$ cat config.mk
export PLATFORM = sky130hd
export DESIGN_NAME = uart_cmd_top
export DESIGN_NICKNAME = d
export VERILOG_FILES = /design/src/rtl/uart_cmd_pkg.sv /design/src/rtl/uart_cmd_ctrl.sv /design/src/rtl/uart_cmd_top.sv /design/src/rtl/uart_rx_frame.sv /design/src/rtl/uart_tx_frame.sv
export SDC_FILE = /design/constraint.sdc
export NUM_CORES = 1
export LEC_CHECK = 0
export ABC_CLOCK_PERIOD_IN_PS = 4330
export BUFFER_PORTS_ARGS = -buffer_cell sky130_fd_sc_hd__clkbuf_2
export CELL_PAD_IN_SITES_DETAIL_PLACEMENT = 1
export CELL_PAD_IN_SITES_GLOBAL_PLACEMENT = 1
export CORE_MARGIN = 2
export CORE_UTILIZATION = 52
export DETAILED_ROUTE_END_ITERATION = 8
export PLACE_DENSITY = 0.88
export SLEW_MARGIN = 10
export SYNTH_ARGS = -nofsm -noshare
export SYNTH_HDL_FRONTEND = slang
export SYNTH_SLANG_ARGS = --single-unit
$ cat constraint.sdc
create_clock -name clk -period 4.33 [get_ports clk]
set_input_delay 0.6495 -clock clk [delete_from_list [all_inputs] [get_ports clk]]
set_output_delay 0.6495 -clock clk [all_outputs]
set_load 0.02 [all_outputs]
$ cat src/rtl/uart_cmd_pkg.sv
package uart_cmd_pkg;

  // line timing
  localparam int clk_hz = 50_000_000;
  localparam int baud = 115_200;
  localparam int clks_per_bit = clk_hz / baud;
  localparam int half_bit = clks_per_bit / 2;

  // frame layout: start, 8 data, parity, stop
  localparam int frame_bits = 11;
  localparam int cmd_width = 16;
  localparam int byte_width = 8;

  // bit times to wait for a reply start bit
  localparam int reply_timeout_bits = 32;

  // counter widths
  localparam int baud_cnt_width = $clog2(clks_per_bit);
  localparam int frame_cnt_width = $clog2(frame_bits);
  localparam int timeout_cnt_width = $clog2(reply_timeout_bits + 1);

  // odd parity, ones in data plus parity bit add up to an odd count
  function automatic logic odd_parity(input logic [byte_width-1:0] data);
    return ~^data;
  endfunction

endpackage

$ cat src/rtl/uart_cmd_ctrl.sv
`timescale 1ns/1ps

module uart_cmd_ctrl
  import uart_cmd_pkg::*;
(
  input  logic                  clk,
  input  logic                  rst_n,
  input  logic [cmd_width-1:0]  cmd_in,
  input  logic                  cmd_vld,
  input  logic                  tx_done,
  input  logic                  rx_valid,
  input  logic [byte_width-1:0] rx_byte,
  input  logic                  rx_error,
  input  logic                  rx_busy,
  output logic                  cmd_rdy,
  output logic                  tx_start,
  output logic [byte_width-1:0] tx_byte,
  output logic                  rx_enable,
  output logic                  read_rdy,
  output logic [byte_width:0]   read_data
);

  typedef enum logic [2:0] {
    st_idle,
    st_send_hi,
    st_send_lo,
    st_wait_reply,
    st_finish
  } state_t;

  state_t                       state;
  logic [cmd_width-1:0]         cmd_q;
  logic [baud_cnt_width-1:0]    baud_cnt;
  logic [timeout_cnt_width-1:0] bit_times;
  logic                         accept;
  logic                         is_write;
  logic                         bit_end;
  logic                         timed_out;

  assign accept = cmd_vld && cmd_rdy;

  // bit 15 set means write, two frames
  assign is_write = cmd_q[cmd_width-1];

  assign tx_byte = (state == st_send_lo) ? cmd_q[byte_width-1:0]
                                         : cmd_q[cmd_width-1:byte_width];

  assign bit_end = (baud_cnt == baud_cnt_width'(clks_per_bit - 1));
  assign timed_out = !rx_busy && (bit_times == timeout_cnt_width'(reply_timeout_bits));

  always_ff @(posedge clk) begin
    if (accept) begin
      cmd_q <= cmd_in;
    end
  end

  // reply timeout, paused while the receiver is busy with a frame
  always_ff @(posedge clk or negedge rst_n) begin
    if (!rst_n) begin
      baud_cnt <= '0;
      bit_times <= '0;
    end else if (state != st_wait_reply) begin
      baud_cnt <= '0;
      bit_times <= '0;
    end else if (!rx_busy && !timed_out) begin
      if (bit_end) begin
        baud_cnt <= '0;
        bit_times <= bit_times + 1'b1;
      end else begin
        baud_cnt <= baud_cnt + 1'b1;
      end
    end
  end

  always_ff @(posedge clk or negedge rst_n) begin
    if (!rst_n) begin
      state <= st_idle;
      cmd_rdy <= 1'b1;
      tx_start <= 1'b0;
      rx_enable <= 1'b0;
      read_rdy <= 1'b0;
      read_data <= '0;
    end else begin
      tx_start <= 1'b0;
      read_rdy <= 1'b0;
      case (state)
        st_idle: begin
          if (accept) begin
            state <= st_send_hi;
            cmd_rdy <= 1'b0;
            tx_start <= 1'b1;
          end
        end
        st_send_hi: begin
          if (tx_done) begin
            if (is_write) begin
              state <= st_send_lo;
              tx_start <= 1'b1;
            end else begin
              state <= st_wait_reply;
              rx_enable <= 1'b1;
            end
          end
        end
        st_send_lo: begin
          if (tx_done) begin
            state <= st_idle;
            cmd_rdy <= 1'b1;
          end
        end
        st_wait_reply: begin
          if (rx_valid) begin
            read_data <= {rx_error, rx_byte};
            rx_enable <= 1'b0;
            state <= st_finish;
          end else if (timed_out) begin
            // no start bit seen, error with zero data
            read_data <= {1'b1, byte_width'(0)};
            rx_enable <= 1'b0;
            state <= st_finish;
          end
        end
        st_finish: begin
          read_rdy <= 1'b1;
          cmd_rdy <= 1'b1;
          state <= st_idle;
        end
        default: begin
          state <= st_idle;
        end
      endcase
    end
  end

  a_rdy_only_idle : assert property (
    @(posedge clk) disable iff (!rst_n)
    cmd_rdy |-> (state == st_idle)
  );

  a_read_rdy_pulse : assert property (
    @(posedge clk) disable iff (!rst_n)
    read_rdy |=> !read_rdy
  );

endmodule

$ cat src/rtl/uart_cmd_top.sv
`timescale 1ns/1ps

module uart_cmd_top
  import uart_cmd_pkg::*;
(
  input  logic                 clk,
  input  logic                 rst_n,
  input  logic [cmd_width-1:0] cmd_in,
  input  logic                 cmd_vld,
  input  logic                 rx,
  output logic                 tx,
  output logic                 cmd_rdy,
  output logic                 read_rdy,
  // error flag on top of the reply byte
  output logic [byte_width:0]  read_data
);

  logic                  tx_start;
  logic                  tx_done;
  logic [byte_width-1:0] tx_byte;
  logic                  rx_enable;
  logic                  rx_busy;
  logic                  rx_valid;
  logic [byte_width-1:0] rx_byte;
  logic                  rx_error;

  uart_cmd_ctrl u_ctrl (
    .clk       (clk),
    .rst_n     (rst_n),
    .cmd_in    (cmd_in),
    .cmd_vld   (cmd_vld),
    .tx_done   (tx_done),
    .rx_valid  (rx_valid),
    .rx_byte   (rx_byte),
    .rx_error  (rx_error),
    .rx_busy   (rx_busy),
    .cmd_rdy   (cmd_rdy),
    .tx_start  (tx_start),
    .tx_byte   (tx_byte),
    .rx_enable (rx_enable),
    .read_rdy  (read_rdy),
    .read_data (read_data)
  );

  uart_tx_frame u_tx (
    .clk      (clk),
    .rst_n    (rst_n),
    .tx_start (tx_start),
    .tx_byte  (tx_byte),
    .tx       (tx),
    .tx_done  (tx_done)
  );

  uart_rx_frame u_rx (
    .clk       (clk),
    .rst_n     (rst_n),
    .rx        (rx),
    .rx_enable (rx_enable),
    .rx_busy   (rx_busy),
    .rx_valid  (rx_valid),
    .rx_byte   (rx_byte),
    .rx_error  (rx_error)
  );

endmodule

$ cat src/rtl/uart_rx_frame.sv
`timescale 1ns/1ps

module uart_rx_frame
  import uart_cmd_pkg::*;
(
  input  logic                  clk,
  input  logic                  rst_n,
  input  logic                  rx,
  input  logic                  rx_enable,
  output logic                  rx_busy,
  output logic                  rx_valid,
  output logic [byte_width-1:0] rx_byte,
  output logic                  rx_error
);

  typedef enum logic [1:0] {
    rx_idle,
    rx_start,
    rx_bits,
    rx_stop
  } rx_state_t;

  rx_state_t                  state;
  logic                       rx_meta;
  logic                       rx_sync;
  logic                       rx_prev;
  logic [baud_cnt_width-1:0]  baud_cnt;
  logic [frame_cnt_width-1:0] bit_idx;
  // data, then parity, then stop at the top
  logic [byte_width+1:0]      frame_sr;
  logic                       fall_edge;
  logic                       start_det;
  logic                       half_end;
  logic                       bit_end;

  assign fall_edge = rx_prev && !rx_sync;
  assign start_det = (state == rx_idle) && rx_enable && fall_edge;
  assign half_end = (baud_cnt == baud_cnt_width'(half_bit - 1));
  assign bit_end = (baud_cnt == baud_cnt_width'(clks_per_bit - 1));

  assign rx_busy = (state != rx_idle);
  assign rx_valid = (state == rx_stop) && half_end;
  assign rx_byte = frame_sr[byte_width-1:0];
  assign rx_error = (frame_sr[byte_width] != odd_parity(frame_sr[byte_width-1:0]))
                    || !frame_sr[byte_width+1];

  // two flop synchronizer plus edge history
  always_ff @(posedge clk or negedge rst_n) begin
    if (!rst_n) begin
      rx_meta <= 1'b1;
      rx_sync <= 1'b1;
      rx_prev <= 1'b1;
    end else begin
      rx_meta <= rx;
      rx_sync <= rx_meta;
      rx_prev <= rx_sync;
    end
  end

  always_ff @(posedge clk or negedge rst_n) begin
    if (!rst_n) begin
      state <= rx_idle;
      baud_cnt <= '0;
      bit_idx <= '0;
    end else begin
      case (state)
        rx_idle: begin
          baud_cnt <= '0;
          bit_idx <= '0;
          if (start_det) begin
            state <= rx_start;
          end
        end
        rx_start: begin
          if (half_end) begin
            baud_cnt <= '0;
            // line back high at mid start bit is a glitch
            state <= rx_sync ? rx_idle : rx_bits;
          end else begin
            baud_cnt <= baud_cnt + 1'b1;
          end
        end
        rx_bits: begin
          if (bit_end) begin
            baud_cnt <= '0;
            bit_idx <= bit_idx + 1'b1;
            if (bit_idx == frame_cnt_width'(frame_bits - 2)) begin
              state <= rx_stop;
            end
          end else begin
            baud_cnt <= baud_cnt + 1'b1;
          end
        end
        rx_stop: begin
          // hold off half a bit past the stop sample
          if (half_end) begin
            baud_cnt <= '0;
            state <= rx_idle;
          end else begin
            baud_cnt <= baud_cnt + 1'b1;
          end
        end
        default: begin
          state <= rx_idle;
        end
      endcase
    end
  end

  // mid-bit samples shift in LSB first
  always_ff @(posedge clk) begin
    if ((state == rx_bits) && bit_end) begin
      frame_sr <= {rx_sync, frame_sr[byte_width+1:1]};
    end
  end

  // a line edge in the rx_valid cycle would be missed on the way back to idle
  a_valid_not_with_start : assert property (
    @(posedge clk) disable iff (!rst_n)
    !(rx_valid && fall_edge)
  );

endmodule

$ cat src/rtl/uart_tx_frame.sv
`timescale 1ns/1ps

module uart_tx_frame
  import uart_cmd_pkg::*;
(
  input  logic                  clk,
  input  logic                  rst_n,
  input  logic                  tx_start,
  input  logic [byte_width-1:0] tx_byte,
  output logic                  tx,
  output logic                  tx_done
);

  logic [frame_bits-1:0]      frame_sr;
  logic [baud_cnt_width-1:0]  baud_cnt;
  logic [frame_cnt_width-1:0] bit_idx;
  logic                       busy;
  logic                       bit_end;

  assign bit_end = busy && (baud_cnt == baud_cnt_width'(clks_per_bit - 1));

  // last cycle of the stop bit
  assign tx_done = bit_end && (bit_idx == frame_cnt_width'(frame_bits - 1));

  assign tx = frame_sr[0];

  always_ff @(posedge clk or negedge rst_n) begin
    if (!rst_n) begin
      busy <= 1'b0;
    end else if (tx_start) begin
      busy <= 1'b1;
    end else if (tx_done) begin
      busy <= 1'b0;
    end
  end

  // bit period counter
  always_ff @(posedge clk or negedge rst_n) begin
    if (!rst_n) begin
      baud_cnt <= '0;
    end else if (tx_start || bit_end) begin
      baud_cnt <= '0;
    end else if (busy) begin
      baud_cnt <= baud_cnt + 1'b1;
    end
  end

  always_ff @(posedge clk or negedge rst_n) begin
    if (!rst_n) begin
      bit_idx <= '0;
    end else if (tx_start) begin
      bit_idx <= '0;
    end else if (bit_end) begin
      if (tx_done) begin
        bit_idx <= '0;
      end else begin
        bit_idx <= bit_idx + 1'b1;
      end
    end
  end

  // ones shift in behind the frame so the line idles high
  always_ff @(posedge clk or negedge rst_n) begin
    if (!rst_n) begin
      frame_sr <= '1;
    end else if (tx_start) begin
      frame_sr <= {1'b1, odd_parity(tx_byte), tx_byte, 1'b0};
    end else if (bit_end) begin
      frame_sr <= {1'b1, frame_sr[frame_bits-1:1]};
    end
  end

  // controller must wait for tx_done before the next frame
  a_no_start_when_busy : assert property (
    @(posedge clk) disable iff (!rst_n)
    busy |-> !tx_start
  );

  a_idle_line_high : assert property (
    @(posedge clk) disable iff (!rst_n)
    !busy |-> tx
  );

endmodule

# After elaboration in Yosys (flattened, before gate mapping)
# Index checks and enable logic that the tools add are counted.
[totals]
input_bits = 20
reg_bits = 100
wordCells = 140
[classes]
mux = 50
eq_ne = 26
addsub = 6
n_reduce_logical = 38
[op_table]
columns = ["op", "count"]
rows = [
  ["$mux W9", 9],
  ["$add A9 B1 Y9 const B", 3],
  ["$eq A9 B9 Y1 const B", 3],
  ["$pmux W9 S3", 1],
  ["$mux W11", 2],
  ["$mux W6", 3],
  ["$reduce_bool A2 Y1", 9],
  ["$mux W4", 4],
  ["$reduce_xnor A8 Y1", 2],
  ["$mux W3", 5],
  ["$mux W1", 13],
  ["$mux W2", 6],
  ["$ne A2 B1 Y1 const B", 6],
  ["$pmux W3 S4", 1],
  ["$logic_and A1 B1 Y1", 10],
  ["$eq A9 B8 Y1 const B", 1],
  ["$add A4 B1 Y4 const B", 2],
  ["$eq A4 B4 Y1 const B", 2],
  ["$mux W8", 1],
  ["$pmux W2 S4", 1],
  ["$pmux W4 S2", 1],
  ["$reduce_and A4 Y1", 2],
  ["$add A6 B1 Y6 const B", 1],
  ["$eq A3 B2 Y1 const B", 2],
  ["19 further kinds", 30],
]

# Logic depth before layout (Yosys ltp)
# Gate-level depths: netlist of the first run.
[depth]
word_depth = 7
mapped_depth = 8

# Modules after synthesis
# Synthesis of the first run repeated with hierarchy kept, for this count alone.
[unflattened]
hier_cells = 408
area_unflattened_um2 = 4782.1
[modules_own_cells]
columns = ["module", "n_inst", "area_per_inst_um2", "seq_area_each_um2", "cells_per_inst"]
rows = [
  ["uart_cmd_ctrl", 1, 2124.5, 1257.5, 172],
  ["uart_rx_frame", 1, 1385.1, 754.5, 113],
  ["uart_tx_frame", 1, 1272.5, 613.1, 123],
]

# Least setup slack after synthesis of the first run
# No wires, ideal clock.
[synth_timing]
path_kind = "reg2reg"
startpoint = "reg u_rx.baud_cnt[3]"
endpoint = "reg u_rx.bit_idx[3]"
path_buffers = 1
required_ps = 4207
synth_period_minus_slack_ps = 1840
path_stages_with_launch = 7
arrival_ps = 1717
setup_slack_ps = 2490
cell_sequence = "dfrtp_1 > nor4bb_1 > and4_1 > clkbuf_1 > nand4_1 > xor2_1 > nor2_1"
[synth_between]
elab_chain_cells = 3
[synth_lines]
columns = ["item", "line", "rtl"]
rows = [
  ["start, declared", "uart_rx_frame.sv:27", "logic [baud_cnt_width-1:0] baud_cnt;"],
  ["start signal, assigned", "uart_rx_frame.sv:80", "baud_cnt <= baud_cnt + 1'b1;"],
  ["start signal, assigned", "uart_rx_frame.sv:91", "baud_cnt <= baud_cnt + 1'b1;"],
  ["start signal, assigned", "uart_rx_frame.sv:100", "baud_cnt <= baud_cnt + 1'b1;"],
  ["$eq A9 B9 Y1", "uart_rx_frame.sv:39", "assign bit_end = (baud_cnt == baud_cnt_width'(clks_per_bit - 1));"],
  ["$ne A2 B1 Y1 (no source line)", "n/a", ""],
  ["$reduce_and A2 Y1 (no source line)", "n/a", ""],
  ["end signal, assigned", "uart_rx_frame.sv:86", "bit_idx <= bit_idx + 1'b1;"],
  ["end, declared", "uart_rx_frame.sv:28", "logic [frame_cnt_width-1:0] bit_idx;"],
]
# Every way passes these cells.
# A chain may end at the register's enable or synchronous reset.

# Worst setup path in the final report of the first run
[layout_timing]
startpoint = "reg u_tx.busy"
endpoint = "reg u_ctrl.state[0]"
[layout_between]
elab_chain_cells = 4
[layout_lines]
columns = ["item", "line", "rtl"]
rows = [
  ["start, declared", "uart_tx_frame.sv:17", "logic busy;"],
  ["start signal, assigned", "uart_tx_frame.sv:29", "busy <= 1'b0;"],
  ["start signal, assigned", "uart_tx_frame.sv:31", "busy <= 1'b1;"],
  ["start signal, assigned", "uart_tx_frame.sv:33", "busy <= 1'b0;"],
  ["$logic_and A1 B1 Y1 (*)", "uart_tx_frame.sv:20", "assign bit_end = busy && (baud_cnt == baud_cnt_width'(clks_per_bit - 1));"],
  ["$logic_and A1 B1 Y1 (*)", "uart_tx_frame.sv:23", "assign tx_done = bit_end && (bit_idx == frame_cnt_width'(frame_bits - 1));"],
  ["$ne A2 B2 Y1 (no source line)", "n/a", ""],
  ["$reduce_and A4 Y1 (no source line) (*)", "n/a", ""],
  ["end signal, assigned", "uart_cmd_ctrl.sv:120", "state <= st_finish;"],
  ["end signal, assigned", "uart_cmd_ctrl.sv:126", "state <= st_idle;"],
  ["end signal, assigned", "uart_cmd_ctrl.sv:129", "state <= st_idle;"],
  ["end, declared", "uart_cmd_ctrl.sv:31", "state_t state;"],
]
# Mark *: on every way between the ends. The rest lies on a longest branch, timed or not.

==> metrics.yaml, run 1 <==
die_area_sq_um: 9780
regToRegSetupSlack_ps: 1850
switchingPower_w: 0.000507
ant_nets: 0
synth_edf_count: 26
drt-met1-wl_mm: 4.72
critical_path.reg2reg.startpoint: "u_tx.busy"
gr-usage-all-layers_pct: 23.4
tightestPinTransition_ps: 1090
reg2regPathDepth: 5
design_area_sq_um: 5130
htreeDepth: 3
worstPathArrival_ps: 2730
synth_flop_cell: "dfrtp_1"
p_comb_share_pct: 10.0
clock_latency_ps: 360
yosysWarnings: 0
hold_depth: 1
io_buffers: 31
coreArea_sq_um: 8720
dp_hpwl_mm: 6.77
relSlewSlack_pct: 27.0
die-height_microns: 98.9
endpoint_kind: "register"
wl_met2_mm: 5.35
worstHoldStart: "rx"
final_util_pct: 58.8
synth.ff_latch_count: 99
cts-resized-gates: 0
worst_ep_required_time_ps: 4580
clkTransAtPathRegs_ps: 90
power.internal_w: 0.00151
place_congestion: 0.755
rows: 34
cts_buffers: 9
met3_length_microns: 295
syn_area_sq_um: 4680
cts_buffer_depth: 2
min_to: "u_rx.rx_meta"
powerDensity_nw_per_um2: 393
dpl_worst_slack_ps: 1880
layout-drive-gt1-share_pct: 18.0
pwr-share-seq_pct: 55.6
rr_endpoint: "u_ctrl.state[0]"
mappedNetlistNets: 451
criticalPathCategory: "register to register"
layout.nets: 477
slowest_stage: "nor4_4"
netlist_instances: 418
slowest_delay_ps: 900
dr.pass1.iters: 4
cts_root_buf: "clkbuf_8"
routed_via_density: 5.74
top_layer: "met4"
drtIter0Drc: 142
cp-start-kind: "register"
ys_seq_area_share_pct: 56.1
dpl_cell_area_sq_um: 4880
io_pins: 32
ir_worst_vdd_uv: 272
syn_avg_cell_area_sq_um: 11.2
fin_skew_ps: 4.83
grt_pass1_vias: 3496
diodes: 0
report.final.slew_viol_count: 0
cts_sinks: 99
critPathLaunch: "u_tx.busy"
clock.fmax_mhz: 404
p_clk_share_pct: 34.4
grt_pass1_wl_mm: 18.0
period_share_pct: 57.2
synth_cell_types: 52
hold_class: "primary input to register"
grt-ovfl-total: 0
status: "finished clean"
path_buf_inv: 0
period_minus_slack_ps: 2480
setup_viol: 0
crit_cells: 5
crit_path_cell_trace: "nand4b_4 > nor4_4 > and2_1 > nor3_2 > o31a_1"
tns_ps: 0
maxCapViolations: 0
rsz0062_at_grt: "no"
swShare_pct: 25.1
grt_max_degree: 74
num_vias: 3199
postCtsHoldBufs: 0
timing.final.ws_setup_ps: 1850
leakage_nw: 2.17
drc: 0
cts_tree: "yes"
syn_to_final_growth_pct: 9.56
hold_viol: 0
antenna_found_initial: 0
wl_per_cell_microns: 18.8
dieWidth_microns: 98.9
start_util_pct: 53.7
post-cts-setup-buffers: 0
drt-total-wl_mm: 10.5
crit_family: "simple AND/OR/NAND/NOR gates"
synth-async-reset-ratio_pct: 73.7
path_max_fanout: 18
power_w: 0.00202
## per-stage QoR
stage / hold slack, ps / cells
3_3_place_gp: 346 / 541
4_1_cts: 341 / 557
2_1_floorplan: 345 / 418
5_1_grt: 336 / 557
6_report: 358 / 557
3_5_place_dp: 350 / 541
## layout by cell type, fill, tap and decap left out, drive strengths merged, types with 11 or more instances in the layout
| master | instances |
|---|---|
| a31oi | 11 |
| clkbuf | 43 |
| dfrtp | 59 |
| dfstp | 14 |
| edfxtp | 26 |
| ha | 13 |
| inv | 16 |
| nand2 | 42 |
| nand3 | 14 |
| nor2 | 58 |
| xnor2 | 30 |
| xor2 | 21 |
## power groups by stage
stage | Combinational (W) | Clock (W) | Sequential (W)
after floorplan | 0.000167 | 0 | 0.00110
after global placement | 0.000189 | 0 | 0.00113
after detailed placement | 0.000197 | 0 | 0.00113
after CTS | 0.000205 | 0.000714 | 0.00112
after global routing | 0.000230 | 0.000746 | 0.00113
final | 0.000202 | 0.000695 | 0.00112
## layout make-up
| class | instances | area, sq um |
|---|---|---|
| clock buffer | 13 | 201 |
| clock inverter | 3 | 47.5 |
| fill | 918 | 3590 |
| inverter | 15 | 56.3 |
| multi-input combinational | 288 | 1910 |
| sequential | 99 | 2630 |
| tap | 108 | 135 |
| timing repair buffer | 31 | 158 |
## registers in the layout, indices dropped and copies added (netlist names), named ones only
register / flops
u_tx.bit_idx: 4
u_ctrl.read_rdy: 1
u_rx.baud_cnt: 9
u_tx.baud_cnt: 9
u_ctrl.read_data: 9
u_ctrl.cmd_q: 16
u_rx.bit_idx: 4
u_ctrl.rx_enable: 1
u_ctrl.baud_cnt: 9
u_ctrl.bit_times: 6
u_rx.rx_prev: 1
u_ctrl.cmd_rdy: 1
u_ctrl.tx_start: 1
u_tx.busy: 1
u_rx.rx_sync: 1
u_rx.state: 1
u_rx.rx_meta: 1
u_tx.frame_sr: 10
u_ctrl.state: 3
u_rx.frame_sr: 10
## synthesized netlist by cell type (6+ instances only)
master	n	area [sq um]
dfrtp_1	59	1480
nand2_1	40	150
nor2_1	58	218
nand4_1	8	50.1
a31oi_1	11	68.8
a22o_1	9	78.8
buf_2	6	30.0
ha_1	13	163
nand3_1	14	70.1
xor2_1	21	184
inv_1	15	56.3
and3_1	6	37.5
mux2_2	9	101
a21oi_1	9	45.0
edfxtp_1	26	781
nor3_1	6	30.0
dfstp_2	14	368
and2_1	6	37.5
xnor2_1	30	263
## worst max path at each step
stage	end
2_1_floorplan	u_rx.bit_idx[3]
3_5_place_dp	u_ctrl.state[0]
6_report	u_ctrl.state[0]
3_3_place_gp	u_ctrl.state[0]
4_1_cts	u_ctrl.state[0]
5_1_grt	u_ctrl.baud_cnt[8]
## per-layer routing
metal | up-vias | track usage, %
li1 | 1489 | -
met5 | - | 0
met1 | 1658 | 31.0
met2 | 42 | 39.4
met4 | 0 | 6.53
met3 | 10 | 4.54
## cell families after synthesis
| family | count (synthesis) | synth area share (%) |
|---|---|---|
| AND/OR/NAND/NOR | 161 | 17.1 |
| flip-flops | 99 | 56.1 |
| buffers and inverters | 31 | 3.21 |
| multiplexers | 14 | 3.23 |
| XOR/XNOR | 51 | 9.54 |
| AO/OA/AOI/OAI | 49 | 7.43 |
| adder cells (fa/ha/maj) | 13 | 3.47 |
Note: power is estimated with default switching activity, not from simulation.
==> run 2: changes to the inputs <==
--- a/config.mk
+++ b/config.mk
@@ -5,14 +5,15 @@
 export SDC_FILE = /design/constraint.sdc
 export NUM_CORES = 1
 export LEC_CHECK = 0
-export ABC_CLOCK_PERIOD_IN_PS = 4330
+export ABC_AREA = 1
+export ABC_CLOCK_PERIOD_IN_PS = 2400
 export BUFFER_PORTS_ARGS = -buffer_cell sky130_fd_sc_hd__clkbuf_2
 export CELL_PAD_IN_SITES_DETAIL_PLACEMENT = 1
 export CELL_PAD_IN_SITES_GLOBAL_PLACEMENT = 1
 export CORE_MARGIN = 2
-export CORE_UTILIZATION = 52
+export CORE_UTILIZATION = 47
 export DETAILED_ROUTE_END_ITERATION = 8
-export PLACE_DENSITY = 0.88
+export PLACE_DENSITY = 0.84
 export SLEW_MARGIN = 10
 export SYNTH_ARGS = -nofsm -noshare
 export SYNTH_HDL_FRONTEND = slang
==> constraint.sdc (replaced) <==
create_clock -name clk -period 2.4 [get_ports clk]
set_input_delay 0.36 -clock clk [delete_from_list [all_inputs] [get_ports clk]]
set_output_delay 0.36 -clock clk [all_outputs]
set_load 0.02 [all_outputs]
==> run 2 against run 1 <==
Net effect:
- register-to-register slack worse by 1400 ps
- hold slack worse by 300 ps
- combinational power down 77%
- first-iteration DRC count up 2.1%
- clock-buffer cell count down 2
- critical path type unchanged
- largest power group unchanged
==> metrics.yaml, run 2 <==
rsz0062_at_grt: "no"
multi_input_area_sq_um: 1960  # +2.7%
tns_ps: 0  # unchanged
fin_skew_ps: 8.74  # +3.91 ps
start_util_pct: 48.4  # -5.3 points
worst_ep_required_time_ps: 2670  # -1910 ps
num_vias: 3878  # +21%
endpoint_kind: "register"
rows: 37  # +8.8%
synth_flop_cell: "dfrtp_1"
p_comb_share_pct: 1.6  # -8.4 points
grt-ovfl-total: 0  # unchanged
cts_buffer_depth: 2  # unchanged
die_area_sq_um: 11400  # +17%
ir_worst_vdd_uv: 327  # +20%
report.final.slew_viol_count: 0  # unchanged
powerDensity_nw_per_um2: 523  # +33%
syn_avg_cell_area_sq_um: 8.97  # -20%
top_regs: "u_ctrl.cmd_q x16, u_rx.frame_sr x10, u_tx.frame_sr x10"
syn_to_final_growth_pct: 10.3
yosysWarnings: 0  # unchanged
grt_max_degree: 40  # -46%
path_max_fanout: 14  # -4
maxCapViolations: 0  # unchanged
worstPathArrival_ps: 2240  # -490 ps
drc: 0  # unchanged
final_util_pct: 53.3  # -5.5 points
crit_family: "simple AND/OR/NAND/NOR gates"
synth_top_area_share_pct: 29.7  # -1.8 points
seq_area_sq_um: 2630  # unchanged
crit_path_cell_trace: "inv_1 > ha_1 > nand3_1 > nor3_2 > nor2_4 > nor2_8 > nor2_2 > inv_1 > nand2_1 > nand2_1"
dr.pass1.iters: 4  # unchanged
fin_hold_ws_ps: 59.7  # -298 ps
drt-total-wl_mm: 11.3  # +8.2%
mappedNetlistNets: 587  # +30%
die-height_microns: 107  # +8.0%
ant_nets: 0  # unchanged
synth-async-reset-ratio_pct: 73.7  # unchanged
ys_seq_area_share_pct: 52.8  # -3.2 points
slowest_stage: "nor2_2"
yosysTopAreaCell: "dfrtp_1"
status: "finished clean"
critical_path.reg2reg.startpoint: "u_ctrl.bit_times[0]"
rr_endpoint: "u_ctrl.bit_times[4]"
wl_per_cell_microns: 15.5  # -18%
regToRegSetupSlack_ps: 430  # -1430 ps
relSlewSlack_pct: 61.8  # +35 points
cts-resized-gates: 0  # unchanged
clkTransAtPathRegs_ps: 90  # about the same
layout_common_cells: "nand2_1 (134), inv_1 (72), dfrtp_1 (59)"
cts_sinks: 99  # unchanged
tightestPinTransition_ps: 567  # -519 ps
period_share_pct: 82.2  # +25 points
power_w: 0.00287  # +42%
drtIter0Drc: 145  # +2.1%
timing.final.ws_setup_ps: 426  # -1430 ps
gr-usage-all-layers_pct: 21.7  # -1.7 points
criticalPathCategory: "register to register"
cp-start-kind: "register"
clock.fmax_mhz: 507  # +25%
htreeDepth: 3  # unchanged
period_minus_slack_ps: 1970  # -502 ps
setup_viol: 0  # unchanged
syn_area_sq_um: 4970  # +6.1%
switchingPower_w: 0.000614  # +21%
dp_hpwl_mm: 8.41  # +24%
n_fill_cell: 1246  # +36%
synth_edf_count: 26  # unchanged
leakage_nw: 2.62  # +21%
diodes: 0  # unchanged
path_buf_inv: 2  # +2
p_clk_share_pct: 38.0  # +3.6 points
dpl_worst_slack_ps: 424  # -1450 ps
layout-drive-gt1-share_pct: 15.6  # -2.5 points
pwr-share-seq_pct: 60.4  # +4.8 points
cts_tree: "yes"
grt_pass1_vias: 4151  # +19%
synth.ff_latch_count: 99  # unchanged
netlist_instances: 554  # +33%
globalRoute.busiestLayer: "met2"
worstHoldStart: "rx"
synth_common_cells: "nand2_1 (134), inv_1 (72), dfrtp_1 (59)"
synth_area_leaders: "dfrtp_1 (30%), edfxtp_1 (16%), nand2_1 (10%)"
met2_usage_pct: 38.1  # -1.3 points
largest_register: "u_ctrl.cmd_q"
largest_reg_flops: 16  # unchanged
met1_usage_pct: 26.3  # -4.7 points
layout.nets: 625  # +31%
io_buffers: 31  # unchanged
cts_buffers: 9  # unchanged
place_congestion: 0.814  # +7.9%
synth_cell_types: 44  # -15%
io_pins: 32  # unchanged
hold_viol: 0  # unchanged
grt_pass1_wl_mm: 19.4  # +7.8%
swShare_pct: 21.4  # -3.7 points
cts_root_buf: "clkbuf_8"
hold_depth: 1  # unchanged
yosysMostFrequentCell: "nand2_1"
layout_commonest_cell: "nand2_1"
coreArea_sq_um: 10300  # +18%
power.internal_w: 0.00225  # +49%
grt_util_met3_pct: 4.01  # -0.53 points
routed_via_density: 5.29  # -7.9%
min_to: "u_rx.rx_meta"
antenna_found_initial: 0  # unchanged
reg2regPathDepth: 10  # +5
slowest_delay_ps: 460  # -440 ps
hold_class: "primary input to register"
dieWidth_microns: 107  # +8.0%
clock_latency_ps: 380  # +20 ps
-- run 2: cells by family (layout without fill, tap and decap cells) --
logic type / Yosys count / after routing / synth area share, %
compound gates: 65 / 65 / 7.83
xor+xnor: 20 / 20 / 3.52
fa+ha+maj: 13 / 13 / 3.27
buf+inv: 93 / 136 / 7.75
flops: 99 / 99 / 52.8
simple gates: 264 / 264 / 24.8
-- run 2: area by class of cell --
| class | instances | area share (%) |
|---|---|---|
| flip-flops and latches | 99 | 47.9 |
| multi-input cells | 362 | 35.7 |
| inverters | 83 | 5.75 |
| repair buffers | 37 | 3.97 |
| well taps | 136 | 3.10 |
| clock buffers | 11 | 2.58 |
| clock inverters | 5 | 0.981 |
-- run 2: how the worst max path moves through the flow --
| stage | end | slack, ps | depth (start not counted) | from |
|---|---|---|---|---|
| final | u_ctrl.bit_times[4] | 430 | 10 | u_ctrl.bit_times[0] |
| after global routing | u_ctrl.bit_times[4] | 230 | 10 | u_ctrl.state[0] |
| after CTS | u_ctrl.bit_times[4] | 410 | 10 | u_ctrl.bit_times[0] |
| after detailed placement | u_ctrl.bit_times[4] | 420 | 10 | u_ctrl.bit_times[0] |
| after global placement | u_ctrl.state[2] | 550 | 12 | u_rx.baud_cnt[0] |
| after floorplan | u_rx.bit_idx[3] | 610 | 9 | u_rx.baud_cnt[1] |
-- run 2: what timing repair did --
item | in CTS | in global routing
hold buffers | 1 | 0
setup buffers | 0 | 0
hold endpoints to repair | 26 | 0
-- run 2: metrics by stage --
stage | instance area, sq um | cells
finish | 5480 | 733
global route | 5480 | 733
CTS | 5480 | 733
detailed placement | 5280 | 716
global placement | 5280 | 716
floorplan | 4970 | 554
-- run 2: power by group through the flow --
stage	logic, W	registers, W	clock network (W)
floorplan	0.000000459	0.00177	0
global placement	0.0000459	0.00177	0
detailed placement	0.0000470	0.00177	0
CTS	0.0000481	0.00173	0.00113
global route	0.0000531	0.00173	0.00120
finish	0.0000456	0.00173	0.00109
-- run 2: metal layers --
layer / vias to the layer above / wire [microns]
met5: - / 0
met4: 0 / 232
met3: 18 / 254
met2: 49 / 5990
met1: 1939 / 4860
li1: 1872 / -
==> run 3: changes to the inputs <==
--- a/config.mk
+++ b/config.mk
@@ -6,7 +6,7 @@
 export NUM_CORES = 1
 export LEC_CHECK = 0
 export ABC_AREA = 1
-export ABC_CLOCK_PERIOD_IN_PS = 2400
+export ABC_CLOCK_PERIOD_IN_PS = 1890
 export BUFFER_PORTS_ARGS = -buffer_cell sky130_fd_sc_hd__clkbuf_2
 export CELL_PAD_IN_SITES_DETAIL_PLACEMENT = 1
 export CELL_PAD_IN_SITES_GLOBAL_PLACEMENT = 1
==> constraint.sdc (replaced) <==
create_clock -name clk -period 1.89 [get_ports clk]
set_input_delay 0.2835 -clock clk [delete_from_list [all_inputs] [get_ports clk]]
set_output_delay 0.2835 -clock clk [all_outputs]
set_load 0.02 [all_outputs]
==> run 3 against run 2 <==
Net effect:
- non-clock buffer count increased by 10
- global-route usage shrank 0.26 points
- hold slack improved by 26 ps
- combinational power is 36% higher
- flip-flop and latch count unchanged
- die area is the same
- fmax increased by 12%
- cell count increased by 1.5%
- clock skew shrank 1.6 ps
- sequential power rose by 27%
==> metrics.yaml, run 3 (synthesis results as in run 2) <==
status: "finished clean"
grt_pass1_vias: 4082  # -1.7%
start_util_pct: 48.4  # unchanged
grt_max_degree: 44  # +10%
top_regs: "u_ctrl.cmd_q x16, u_rx.frame_sr x10, u_tx.frame_sr x10"
hold_depth: 1  # unchanged
tns_ps: 0  # unchanged
dp_cells: 723  # +0.98%
syn_to_final_growth_pct: 12.1
n_fill_cell: 1260  # +1.1%
fin_skew_ps: 7.11  # -1.63 ps
worst_ep_required_time_ps: 2140  # -530 ps
hold_class: "primary input to register"
reg2regPathDepth: 10  # unchanged
worstPathArrival_ps: 2020  # -220 ps
globalRoute.busiestLayer: "met2"
cp-start-kind: "register"
maxCapViolations: 0  # unchanged
die_area_sq_um: 11400  # unchanged
crit_family: "simple AND/OR/NAND/NOR gates"
place_congestion: 0.800  # -1.7%
io_buffers: 31  # unchanged
met2_usage_pct: 38.2  # +0.091 points
rows: 37  # unchanged
met1_usage_pct: 26.0  # -0.21 points
grt_pass1_wl_mm: 19.2  # -1.3%
crit_path_cell_trace: "inv_2 > ha_1 > nand3_2 > nor3_4 > nor2_4 > nor2_8 > nor2_2 > buf_4 > nand2_1 > o21ai_1"
power_w: 0.00350  # +22%
layout-drive-gt1-share_pct: 18.3  # +2.7 points
grt_util_met3_pct: 3.95  # -0.061 points
cts_sinks: 99  # unchanged
cts_root_buf: "clkbuf_8"
drt-total-wl_mm: 11.4  # +0.25%
path_buf_inv: 2  # unchanged
antenna_found_initial: 0  # unchanged
clkTransAtPathRegs_ps: 90  # about the same
diodes: 0  # unchanged
num_vias: 3855  # -0.59%
largest_reg_flops: 16  # unchanged
rsz0062_at_grt: "yes"
layout_common_cells: "nand2_1 (132), inv_1 (69), dfrtp_1 (59)"
path_max_fanout: 11  # -3
grt-ovfl-total: 0  # unchanged
dr.pass1.iters: 5  # +1
htreeDepth: 3  # unchanged
period_minus_slack_ps: 1770  # -206 ps
instances_no_fill: 744  # +1.5%
powerDensity_nw_per_um2: 627  # +20%
die-height_microns: 107  # unchanged
coreArea_sq_um: 10300  # unchanged
drtIter0Drc: 186  # +28%
slowest_delay_ps: 410  # -50 ps
gr-usage-all-layers_pct: 21.4  # -0.26 points
layout.nets: 636  # +1.8%
largest_register: "u_ctrl.cmd_q"
endpoint_kind: "register"
setup_viol: 0  # unchanged
drc: 0  # unchanged
slowest_stage: "dfrtp_1"
cts_buffer_depth: 2  # unchanged
ant_nets: 0  # unchanged
wl_per_cell_microns: 15.3  # -1.2%
layout_commonest_cell: "nand2_1"
crit_cells: 10  # unchanged
io_pins: 32  # unchanged
tightestPinTransition_ps: 587  # +19.4 ps
fin_hold_ws_ps: 85.5  # +25.8 ps
clock.fmax_mhz: 566  # +12%
clock_latency_ps: 370  # about the same
criticalPathCategory: "register to register"
dp_hpwl_mm: 8.50  # +1.1%
leakage_nw: 2.67  # +1.8%
period_share_pct: 93.5  # +11 points
cts_tree: "yes"
report.final.slew_viol_count: 0  # unchanged
hold_viol: 0  # unchanged
ir_worst_vdd_uv: 402  # +23%
relSlewSlack_pct: 60.9  # -0.95 points
dieWidth_microns: 107  # unchanged
final_util_pct: 54.2  # +0.86 points
routed_via_density: 5.18  # -2.1%
cts_buffers: 9  # unchanged
run 3: repair_timing:
action,4_1_cts,5_1_grt
gates resized for setup,0,11
endpoints found under the hold margin,39,0
buffers inserted,0,2
hold buffers,2,0
endpoints found under the setup margin,0,24
run 3: where the power goes:
group          switching [W]  internal [W]  leakage, nW
sequential        0.00000181       0.00220         1.18
combinational      0.0000392     0.0000226         1.39
clock               0.000698      0.000537       0.0889
run 3: routing by layer:
metal,wire length [microns],vias up
met4,178,0
met3,255,14
met1,5010,1908
li1,-,1896
met2,5920,37
met5,0,-
run 3: final timing paths:
kind	end	slack, ps	startpoint
max	u_ctrl.bit_times[5]	120	u_ctrl.bit_times[0]
min	u_ctrl.cmd_q[4]	90	cmd_in[4]
max reg2reg	u_ctrl.bit_times[5]	120	u_ctrl.bit_times[0]
max in group asynchronous	u_tx.frame_sr[4]	790	rst_n
min in group asynchronous	u_rx.baud_cnt[7]	470	rst_n
min reg2reg	u_rx.rx_sync	360	u_rx.rx_meta
run 3: area by class of cell:
type	instances	area (sq um)	area share [%]
inverter	83	319	5.73
timing repair buffer	47	295	5.30
multi-input combinational	362	1990	35.6
sequential	99	2630	47.1
timing repair inverter	1	5.00	0.0898
clock buffer	12	155	2.78
tap	136	170	3.05
clock inverter	4	16.3	0.292
run 3: per-stage QoR:
stage | area, sq um | worst slack (ps)
4_1_cts | 5520 | 35.7
3_5_place_dp | 5330 | 53.2
3_3_place_gp | 5330 | 157
2_1_floorplan | 4970 | 96.3
6_report | 5570 | 122
5_1_grt | 5570 | -6.93
